<file path="config.mk">
export PLATFORM = sky130hd
export DESIGN_NAME = ifu_ifetch
export DESIGN_NICKNAME = d
export VERILOG_FILES = /design/src/logic/ifu_pkg.sv /design/src/logic/ifu_pc_gen.sv /design/src/logic/ifu_req_ctrl.sv /design/src/logic/ifu_ir_stage.sv /design/src/logic/ifu_ifetch.sv
export SDC_FILE = /design/constraint.sdc
export NUM_CORES = 1
export LEC_CHECK = 0
export BUFFER_PORTS_ARGS = -buffer_cell sky130_fd_sc_hd__buf_4
export CAP_MARGIN = 20
export CORE_MARGIN = 2
export CORE_UTILIZATION = 49
export DETAILED_ROUTE_END_ITERATION = 7
export GPL_TIMING_DRIVEN = 0
export PLACE_DENSITY = 0.82
export SLEW_MARGIN = 20
export SYNTH_ARGS = -nofsm -noshare
export SYNTH_HDL_FRONTEND = slang
export SYNTH_SLANG_ARGS = --single-unit
export TNS_END_PERCENT = 10
</file>
<file path="constraint.sdc">
create_clock -name clk -period 4.3 [get_ports clk]
set_input_delay 0.645 -clock clk [delete_from_list [all_inputs] [get_ports clk]]
set_output_delay 0.645 -clock clk [all_outputs]
set_load 0.02 [all_outputs]
</file>
<file path="src/logic/ifu_pkg.sv">
// Shared widths, reset PC and step sizes of the instruction fetch unit
// Instruction length enum and the packed port structs
`default_nettype none

package ifu_pkg;

  ////////////////////////////////////////////////////////////////////////////
  // Widths and constants
  ////////////////////////////////////////////////////////////////////////////

  localparam int unsigned PC_SIZE    = 32;
  localparam int unsigned INSTR_SIZE = 32;

  typedef logic [PC_SIZE-1:0]    pc_t;
  typedef logic [INSTR_SIZE-1:0] instr_t;

  // PC register value out of reset
  localparam pc_t RESET_PC   = 32'h8000_0000;
  // Sequential steps for compressed and full-size instructions
  localparam pc_t PC_INCR_16 = 32'd2;
  localparam pc_t PC_INCR_32 = 32'd4;

  ////////////////////////////////////////////////////////////////////////////
  // Types
  ////////////////////////////////////////////////////////////////////////////

  // Length from instr[1:0], only 2'b11 is a 32-bit instruction
  typedef enum logic {
    ILEN_16 = 1'b0,
    ILEN_32 = 1'b1
  } ilen_e;

  // Flush target given as two addends, summed inside the PC generator
  typedef struct packed {
    pc_t add_op1;
    pc_t add_op2;
  } flush_t;

  // Fetch request toward memory
  typedef struct packed {
    pc_t  pc;
    logic seq;
    pc_t  last_pc;
  } fetch_req_t;

  // Fetch response from memory
  typedef struct packed {
    instr_t instr;
    logic   err;
  } fetch_rsp_t;

  // IR stage content toward the execute stage
  typedef struct packed {
    instr_t ir;
    pc_t    pc;
    logic   buserr;
  } ir_out_t;

  // Control flags from the PC generator
  typedef struct packed {
    logic flush_real;
    logic reset_req;
  } ctl_t;

endpackage

`default_nettype wire

</file>
<file path="src/logic/ifu_pc_gen.sv">
// PC generator: PC register and next-PC selection
// Reset flag, reset request and delayed flush tracking
`default_nettype none

module ifu_pc_gen (
  input  logic            clk,
  input  logic            arst_n,
  input  ifu_pkg::pc_t    pc_rtvec,
  input  logic            flush_req,
  input  ifu_pkg::flush_t flush,
  input  logic            req_fire,
  input  ifu_pkg::ilen_e  ilen,
  output ifu_pkg::ctl_t   ctl,
  output ifu_pkg::pc_t    pc_r,
  output ifu_pkg::pc_t    pc_nxt,
  output logic            pc_load
);
  import ifu_pkg::*;

  logic reset_flag_r;
  logic reset_req_r;
  logic reset_pend;
  logic dly_flush_r;
  pc_t  pc_incr;
  pc_t  add_op1;
  pc_t  add_op2;
  pc_t  pc_sum;

  ////////////////////////////////////////////////////////////////////////////
  // Reset request
  ////////////////////////////////////////////////////////////////////////////

  // High while in reset, drops on the first clock edge after release
  always_ff @(posedge clk or negedge arst_n) begin
    if (!arst_n) begin
      reset_flag_r <= 1'b1;
    end else begin
      reset_flag_r <= 1'b0;
    end
  end

  // Keeps the reset-vector fetch pending until a request is accepted
  always_ff @(posedge clk or negedge arst_n) begin
    if (!arst_n) begin
      reset_req_r <= 1'b0;
    end else if (reset_flag_r && !req_fire) begin
      reset_req_r <= 1'b1;
    end else if (req_fire) begin
      reset_req_r <= 1'b0;
    end
  end

  // Flag and request seen as one pending condition downstream
  assign reset_pend = reset_flag_r | reset_req_r;

  ////////////////////////////////////////////////////////////////////////////
  // Delayed flush
  ////////////////////////////////////////////////////////////////////////////

  // Flush is never refused; without a request transfer it is remembered
  // here and replayed from pc_r, which already holds the flush target
  always_ff @(posedge clk or negedge arst_n) begin
    if (!arst_n) begin
      dly_flush_r <= 1'b0;
    end else if (flush_req && !req_fire) begin
      dly_flush_r <= 1'b1;
    end else if (req_fire) begin
      dly_flush_r <= 1'b0;
    end
  end

  assign ctl.flush_real = flush_req | dly_flush_r;
  assign ctl.reset_req  = reset_pend;

  ////////////////////////////////////////////////////////////////////////////
  // Next PC
  ////////////////////////////////////////////////////////////////////////////

  assign pc_incr = (ilen == ILEN_32) ? PC_INCR_32 : PC_INCR_16;

  // Priority: live flush, delayed flush, reset vector, sequential
  always_comb begin
    if (flush_req) begin
      add_op1 = flush.add_op1;
      add_op2 = flush.add_op2;
    end else if (dly_flush_r) begin
      add_op1 = pc_r;
      add_op2 = '0;
    end else if (reset_pend) begin
      add_op1 = pc_rtvec;
      add_op2 = '0;
    end else begin
      add_op1 = pc_r;
      add_op2 = pc_incr;
    end
  end

  assign pc_sum = add_op1 + add_op2;
  // Halfword aligned
  assign pc_nxt = {pc_sum[PC_SIZE-1:1], 1'b0};

  // PC moves on every request transfer and on every flush
  assign pc_load = req_fire | flush_req;

  always_ff @(posedge clk or negedge arst_n) begin
    if (!arst_n) begin
      pc_r <= RESET_PC;
    end else if (pc_load) begin
      pc_r <= pc_nxt;
    end
  end

endmodule

`default_nettype wire

</file>
<file path="src/logic/ifu_req_ctrl.sv">
// Request controller: fetch request valid, response ready
// Outstanding-request flag and halt acknowledge
`default_nettype none

module ifu_req_ctrl (
  input  logic          clk,
  input  logic          arst_n,
  input  ifu_pkg::ctl_t ctl,
  input  logic          halt_req,
  input  logic          req_ready,
  input  logic          rsp_valid,
  input  logic          ir_ready,
  output logic          req_valid,
  output logic          rsp_ready,
  output logic          req_fire,
  output logic          rsp_fire,
  output logic          halt_ack
);

  logic out_flag_r;
  logic new_req;
  logic new_req_condi;
  logic no_outs;

  assign req_fire = req_valid & req_ready;
  assign rsp_fire = rsp_valid & rsp_ready;

  ////////////////////////////////////////////////////////////////////////////
  // Outstanding request
  ////////////////////////////////////////////////////////////////////////////

  // A new transfer in the same cycle as the response keeps it set
  always_ff @(posedge clk or negedge arst_n) begin
    if (!arst_n) begin
      out_flag_r <= 1'b0;
    end else if (req_fire) begin
      out_flag_r <= 1'b1;
    end else if (rsp_fire) begin
      out_flag_r <= 1'b0;
    end
  end

  // Room for a request: none outstanding, or it is returning now
  assign new_req_condi = !out_flag_r || rsp_fire;

  ////////////////////////////////////////////////////////////////////////////
  // Request and response handshakes
  ////////////////////////////////////////////////////////////////////////////

  // Sequential fetch stops for halt and while reset is pending
  assign new_req = !halt_req && !ctl.reset_req;

  assign req_valid = (new_req || ctl.reset_req || ctl.flush_real) && new_req_condi;

  // Flush drains the response unconditionally, it gets dropped.
  // Otherwise wait for IR room and for the request side to be ready,
  // so the response and the follow-up request move together
  assign rsp_ready = ctl.flush_real || (ir_ready && req_ready);

  ////////////////////////////////////////////////////////////////////////////
  // Halt acknowledge
  ////////////////////////////////////////////////////////////////////////////

  // A valid response counts as nothing outstanding, since the IR may
  // never take it while the core is waiting
  assign no_outs = !out_flag_r || rsp_valid;

  always_ff @(posedge clk or negedge arst_n) begin
    if (!arst_n) begin
      halt_ack <= 1'b0;
    end else if (halt_req && !halt_ack && no_outs) begin
      halt_ack <= 1'b1;
    end else if (halt_ack && !halt_req) begin
      halt_ack <= 1'b0;
    end
  end

endmodule

`default_nettype wire

</file>
<file path="src/logic/ifu_ir_stage.sv">
// IR stage: length mini-decode, instruction, PC and bus-error registers
// IR valid, PC valid and new-PC-pending flags toward the execute stage
`default_nettype none

module ifu_ir_stage (
  input  logic                clk,
  input  logic                arst_n,
  input  ifu_pkg::fetch_rsp_t rsp,
  input  logic                rsp_fire,
  input  ifu_pkg::ctl_t       ctl,
  input  logic                flush_req,
  input  logic                pc_load,
  input  ifu_pkg::pc_t        pc_r,
  input  logic                o_ready,
  output ifu_pkg::ilen_e      ilen,
  output logic                ir_ready,
  output logic                o_valid,
  output logic                o_pc_vld,
  output ifu_pkg::ir_out_t    o
);
  import ifu_pkg::*;

  logic   ir_valid_r;
  logic   ir_pc_vld_r;
  logic   pc_newpend_r;
  logic   o_fire;
  logic   ir_valid_set;
  logic   ir_valid_clr;
  logic   ir_pc_vld_set;
  instr_t ir_r;
  pc_t    ir_pc_r;
  logic   ir_err_r;

  // Both low bits set means a full 32-bit instruction
  assign ilen = (rsp.instr[1:0] == 2'b11) ? ILEN_32 : ILEN_16;

  assign o_fire = o_valid & o_ready;

  ////////////////////////////////////////////////////////////////////////////
  // Valid flags
  ////////////////////////////////////////////////////////////////////////////

  // Load on response unless a flush (live or delayed) kills it
  assign ir_valid_set  = rsp_fire && !ctl.flush_real;
  // PC copy waits for a fresh PC and room in the IR
  assign ir_pc_vld_set = pc_newpend_r && ir_ready && !ctl.flush_real;
  assign ir_valid_clr  = o_fire || (flush_req && ir_valid_r);

  // Empty, or emptying this cycle
  assign ir_ready = !ir_valid_r || ir_valid_clr;

  always_ff @(posedge clk or negedge arst_n) begin
    if (!arst_n) begin
      ir_valid_r  <= 1'b0;
      ir_pc_vld_r <= 1'b0;
    end else begin
      if (ir_valid_set) begin
        ir_valid_r <= 1'b1;
      end else if (ir_valid_clr) begin
        ir_valid_r <= 1'b0;
      end
      // Same clear as the IR itself
      if (ir_pc_vld_set) begin
        ir_pc_vld_r <= 1'b1;
      end else if (ir_valid_clr) begin
        ir_pc_vld_r <= 1'b0;
      end
    end
  end

  // New PC loaded but not yet copied, set wins over clear
  always_ff @(posedge clk or negedge arst_n) begin
    if (!arst_n) begin
      pc_newpend_r <= 1'b0;
    end else if (pc_load) begin
      pc_newpend_r <= 1'b1;
    end else if (ir_pc_vld_set) begin
      pc_newpend_r <= 1'b0;
    end
  end

  ////////////////////////////////////////////////////////////////////////////
  // Datapath registers
  ////////////////////////////////////////////////////////////////////////////

  always_ff @(posedge clk) begin
    if (ir_valid_set) begin
      ir_r[15:0] <= rsp.instr[15:0];
      ir_err_r   <= rsp.err;
    end
    // Upper half is left alone for compressed instructions
    if (ir_valid_set && (ilen == ILEN_32)) begin
      ir_r[31:16] <= rsp.instr[31:16];
    end
    if (ir_pc_vld_set) begin
      ir_pc_r <= pc_r;
    end
  end

  assign o_valid  = ir_valid_r;
  assign o_pc_vld = ir_pc_vld_r;
  assign o.ir     = ir_r;
  assign o.pc     = ir_pc_r;
  assign o.buserr = ir_err_r;

endmodule

`default_nettype wire

</file>
<file path="src/logic/ifu_ifetch.sv">
// Instruction fetch top: PC generator, request controller and IR stage
// Memory request/response channels and the execute-stage channel
`default_nettype none

module ifu_ifetch (
  input  logic                clk,
  input  logic                arst_n,
  input  ifu_pkg::pc_t        pc_rtvec,
  // Fetch request channel
  output logic                req_valid,
  input  logic                req_ready,
  output ifu_pkg::fetch_req_t req,
  // Fetch response channel
  input  logic                rsp_valid,
  output logic                rsp_ready,
  input  ifu_pkg::fetch_rsp_t rsp,
  // Execute stage channel
  output logic                o_valid,
  output logic                o_pc_vld,
  input  logic                o_ready,
  output ifu_pkg::ir_out_t    o,
  // Pipeline flush, always accepted
  input  logic                flush_req,
  input  ifu_pkg::flush_t     flush,
  // Halt handshake
  input  logic                halt_req,
  output logic                halt_ack
);
  import ifu_pkg::*;

  logic  req_fire;
  logic  rsp_fire;
  logic  pc_load;
  logic  ir_ready;
  ctl_t  ctl;
  pc_t   pc_r;
  pc_t   pc_nxt;
  ilen_e ilen;

  ////////////////////////////////////////////////////////////////////////////
  // Blocks
  ////////////////////////////////////////////////////////////////////////////

  ifu_pc_gen u_pc_gen (
    .clk       (clk),
    .arst_n    (arst_n),
    .pc_rtvec  (pc_rtvec),
    .flush_req (flush_req),
    .flush     (flush),
    .req_fire  (req_fire),
    .ilen      (ilen),
    .ctl       (ctl),
    .pc_r      (pc_r),
    .pc_nxt    (pc_nxt),
    .pc_load   (pc_load)
  );

  ifu_req_ctrl u_req_ctrl (
    .clk       (clk),
    .arst_n    (arst_n),
    .ctl       (ctl),
    .halt_req  (halt_req),
    .req_ready (req_ready),
    .rsp_valid (rsp_valid),
    .ir_ready  (ir_ready),
    .req_valid (req_valid),
    .rsp_ready (rsp_ready),
    .req_fire  (req_fire),
    .rsp_fire  (rsp_fire),
    .halt_ack  (halt_ack)
  );

  ifu_ir_stage u_ir_stage (
    .clk       (clk),
    .arst_n    (arst_n),
    .rsp       (rsp),
    .rsp_fire  (rsp_fire),
    .ctl       (ctl),
    .flush_req (flush_req),
    .pc_load   (pc_load),
    .pc_r      (pc_r),
    .o_ready   (o_ready),
    .ilen      (ilen),
    .ir_ready  (ir_ready),
    .o_valid   (o_valid),
    .o_pc_vld  (o_pc_vld),
    .o         (o)
  );

  // Request payload; sequential unless flush or reset redirect the PC
  assign req.pc      = pc_nxt;
  assign req.seq     = !ctl.flush_real && !ctl.reset_req;
  assign req.last_pc = pc_r;

endmodule

`default_nettype wire

</file>
# --- Word-level counts from Yosys, hierarchy flattened ---
# Index checks and enable logic that the tools add are counted.
word_totals:
  ff_bits: 103
  input_bits: 136
  word_cells: 76
classes:
  addsub: 1
  eq_ne: 1
  muxes: 20
  n_bitwise: 6
  n_reduce_logical: 35
ops:
  columns: ["op", "n"]
  rows:
  - ["32-bit two-way mux", 6]
  - ["32-bit adder", 1]
  - ["1-bit logical AND", 14]
  - ["2-bit nonzero test", 7]
  - ["1-bit two-way mux", 13]
  - ["1-bit zero test", 7]
  - ["1-bit logical OR", 7]
  - ["1-bit AND", 3]
  - ["3-bit two-way mux", 1]
  - ["1-bit bitwise OR", 3]
  - ["2-bit == test (second input constant)", 1]

# --- Logic depth before layout (Yosys ltp) ---
depth:
  ltp_word: 12
  ltp_mapped: 15

# --- Modules after synthesis ---
# A second synthesis with hierarchy kept.
unflattened:
  hier_cells: 608
  area_unflattened_um2: 6198.4
modules_own_cells:
  columns: ["mod", "instances", "cells_each", "area_per_inst_um2", "seq_area_each_um2"]
  rows:
  - ["ifu_pc_gen", 1, 511, 3932.5, 853.3]
  - ["ifu_ir_stage", 1, 83, 2127.0, 2026.9]
  - ["ifu_req_ctrl", 1, 13, 135.1, 50.0]
  - ["ifu_ifetch", 1, 1, 3.8, 0.0]

# --- Least setup slack after synthesis ---
# OpenSTA, ideal clock, no wires.
synth_path:
  path_kind: "reg-to-output"
  startpoint: "register u_pc_gen.reset_flag_r"
  endpoint: "output port req[62] (netlist bit)"
  arrival_time_ps: 3197
  required_ps: 3655
  slack_ps: 458
  path_stages_with_launch: 15
  n_path_buf: 2
  path_cell_list: "dfstp_2 nor2_1 or2_2 clkbuf_1 buf_2 mux2i_1 o21ai_0 ha_1 nand4_1 o221ai_2 o22ai_2 nor3_2 o21ai_0 nand2_1 xnor2_1"
synth_rtl:
  columns: ["element", "line_no", "source"]
  rows:
  - ["start, declared", "ifu_pc_gen.sv:20", "logic reset_flag_r;"]
  - ["start signal, assigned", "ifu_pc_gen.sv:36", "reset_flag_r <= 1'b1;"]
  - ["start signal, assigned", "ifu_pc_gen.sv:38", "reset_flag_r <= 1'b0;"]
  - ["end, declared", "ifu_ifetch.sv:12", "output ifu_pkg::fetch_req_t req,"]

==> flow_summary.yaml <==
clock_network:
  cts.sinks: 103
  cts-root-buf: "clkbuf_16"
  clock_path_buffers: 2
  numCtsBuffers: 9
  cts_tree: "yes"
  hold_buffers: 0
  htree_num_levels: 3
  clk_pin_slew_ns: 0.08
  insertion_delay_ns: 0.36
yosys:
  netlist_instances: 628
  syn_avg_cell_area_um2: 9.97
  synthTopCellsByArea: "edfxtp_1 (31%), dfrtp_1 (15%), nand2_1 (6.1%), ha_1 (6.0%), mux2i_1 (5.0%)"
  yosysSeqAreaShare_pct: 46.3
  yosys_warnings: 0
  ys_types: 64
  netlist_area_um2: 6260
  synth_top_area_share_pct: 30.7
  ys_ff_latch: 103
  ys.flop_type: "edfxtp_1"
  synth_edf_count: 64
  yosys.area.top_type: "edfxtp_1"
  async_flop_share_pct: 37.9
layout:
  drive_gt1_share_pct: 44.2
  syn_to_final_growth_pct: 48.7
  fin_nets: 1087
  fin_area_um2: 9310
  diodes: 0
  layoutNonFillerInstCount: 1097
critical_path:
  rr_startpoint: "u_pc_gen.reset_flag_r"
  rr_worst_depth: 13
  cp_max_fo: 10
  endpoint_kind: "output port"
  cp-start-kind: "flop"
  cp.required_ns: 3.65
  rr_endpoint: "u_pc_gen.pc_r[30]"
  arrival_ns: 3.58
  r2r_slack_ns: 0.93
  critPathKind: "reg2out"
routing:
  finalWirelength_um: 20700
  via_count: 6072
  via_per_inst: 5.54
  post-route-drc-count: 0
  drt_iter0_drc: 408
  ant_nets: 0
  first_pass_iters: 5
  wl_per_cell_um: 18.9
flow_run:
  maxCapViolations: 0
run_status:
  status: "completed"
placed_design:
  port_buffers: 265
  dpl.hpwl_um: 15700
  preCtsSetupSlack_ns: -0.384
  dpl_cell_area_um2: 8510
  dp.cells: 1069
  gp_congestion: 0.944
min_path:
  hp-class: "in2async"
sta:
  maxSlewViolCount: 0
  rsz0062_at_grt: "true"
  period_share_pct: 98.3
  setup_viol: 0
  holdWs_ns: 0.264
  finalClockSkew_ns: 0.0116
  hold_viol_final: 0
  period_needed_ns: 4.23
  worst_pin_slew_ns: 0.886
  fmax_mhz: 237
  setup_ws_ns: 0.0738
  relSlewSlack_pct: 40.9
die:
  dieArea_um2: 13700
  core.rowCount: 41
  fp.dieW_um: 117
  initial_utilization_pct: 49.8
  core-area_um2: 12600
  ios: 271
  die_y_um: 117
global_route:
  grt_pass1_wl_um: 30200
  grt_usage_pct: 29.1
  grt_max_degree: 40
  grt_pass1_vias: 5884
  antenna_found_initial: 0
  overflow: 0
power:
  p_per_area_nw_per_um2: 467
  cellLeakagePower_uw: 0.00424
  peakVddDrop_mv: 0.271
  total_power_uw: 4350
-- cell usage after synthesis, types with 2 or more instances --
| library cell | number |
|---|---|
| xnor2_1 | 19 |
| a21oi_2 | 4 |
| a31o_2 | 2 |
| o21bai_1 | 6 |
| nand2_1 | 102 |
| o221ai_2 | 2 |
| a21oi_1 | 37 |
| dfstp_2 | 2 |
| mux2_2 | 13 |
| nor3_1 | 5 |
| o21ai_0 | 49 |
| o21ai_2 | 2 |
| a221oi_2 | 2 |
| a211oi_1 | 3 |
| dfrtp_1 | 37 |
| inv_1 | 12 |
| edfxtp_1 | 64 |
| a31oi_4 | 2 |
| o211ai_1 | 4 |
| xor2_1 | 12 |
| clkbuf_1 | 15 |
| nor2b_1 | 2 |
| o21ai_1 | 5 |
| nand3_1 | 11 |
| and2_1 | 31 |
| nor4_1 | 3 |
| nor2_1 | 43 |
| and3_1 | 4 |
| a31oi_1 | 3 |
| ha_1 | 30 |
| nand2b_1 | 3 |
| a21o_1 | 3 |
| buf_2 | 19 |
| mux2i_1 | 31 |
| buf_4 | 4 |
| nand4_1 | 14 |
-- per-layer routing --
metal	GRT usage, %	wire (um)	part of all wire, %
met1	35.4	8170	39
met2	51.1	10400	50
met3	5.87	1590	7.7
met4	11.4	528	2.5
met5	0	0	0
-- registers in the layout, indices dropped and copies added (netlist names) --
| name | flops |
|---|---|
| u_ir_stage.ir_err_r | 1 |
| u_pc_gen.reset_req_r | 1 |
| u_pc_gen.dly_flush_r | 1 |
| u_req_ctrl.out_flag_r | 1 |
| u_ir_stage.o_pc_vld | 1 |
| u_ir_stage.o_valid | 1 |
| u_ir_stage.ir_pc_r | 31 |
| u_ir_stage.pc_newpend_r | 1 |
| u_req_ctrl.halt_ack | 1 |
| u_ir_stage.ir_r | 32 |
| u_pc_gen.pc_r | 31 |
| u_pc_gen.reset_flag_r | 1 |
-- per-stage QoR --
| stage | util, % | TNS, ns |
|---|---|---|
| after detailed placement | 67.7 | -3.44 |
| final | 74.1 | 0 |
| after CTS | 71.7 | -0.0350 |
| after global placement | 67.4 | -2.67 |
| after global routing | 74.1 | -0.344 |
| after floorplan | - | 0 |
-- area by class of cell --
class                           count  area (um2)
Clock buffer                        9         225
Buffer                             34         228
Multi-Input combinational cell    476        3440
Timing Repair Buffer              284        2160
Tap cell                          172         215
Clock inverter                      7        97.6
Fill cell                         928        3260
Inverter                           12        45.0
Sequential cell                   103        2900
-- critical path: stages, from the launching register on --
cell and delay [ns]:
dfstp_2 0.54, nor2_2 0.04, or2_4 0.29, buf_6 0.17, mux2i_1 0.15, o21ai_1 0.10
ha_1 0.35, a211oi_2 0.29, o21bai_1 0.17, a22oi_2 0.20, nand2_1 0.14, a2111oi_4 0.41
xnor2_2 0.18, buf_4 0.19
-- layout by cell type, fill, tap and decap left out, types with 4 or more instances in the layout --
master	n
clkbuf_2	7
inv_1	12
dfrtp_1	37
nand2_1	101
mux2i_1	31
clkbuf_16	9
buf_6	4
o211ai_1	4
o21ai_0	33
nor2_1	40
a21oi_1	30
a21oi_4	4
buf_4	288
edfxtp_1	64
conb_1	4
xnor2_2	4
ha_1	24
and2_1	31
xnor2_1	15
nor3_1	5
o21ai_1	19
mux2_2	13
a21oi_2	7
ha_2	5
nand4_1	14
xor2_1	12
nand3_1	11
o21bai_1	4
buf_2	12
-- cells by family after synthesis --
family | after synthesis | share of synthesized area, %
simple gates | 225 | 16.7
compound gates | 140 | 14.9
flops | 103 | 46.3
buf+inv | 52 | 3.88
mux | 45 | 7.48
fa+ha+maj | 31 | 6.32
xor+xnor | 31 | 4.34
other cells | 1 | 0.0599
-- power breakdown --
part	total (uW)	switching [uW]	internal, uW
clock network	891	419	473
registers	1420	160	1260
logic	2030	1150	880
total	4350	1730	2620
-- timing repair --
item | CTS | global route
pin swaps | 16 | 31
buffers inserted | 5 | 13
endpoints found under the setup margin | 21 | 20
resized for setup | 38 | 59
-- worst max path at each step --
stage	from	endpoint	slack (ns)	depth (start not counted)
global placement	flush_req	req[61]	-0.35	12
CTS	u_pc_gen.reset_flag_r	req[60]	-0.02	13
detailed placement	flush_req	req[61]	-0.38	12
floorplan	u_pc_gen.reset_flag_r	req[62]	0.46	14
global route	u_pc_gen.reset_flag_r	req[64]	-0.08	14
finish	u_pc_gen.reset_flag_r	req[63]	0.07	13
(Power assumes the default switching activity.)
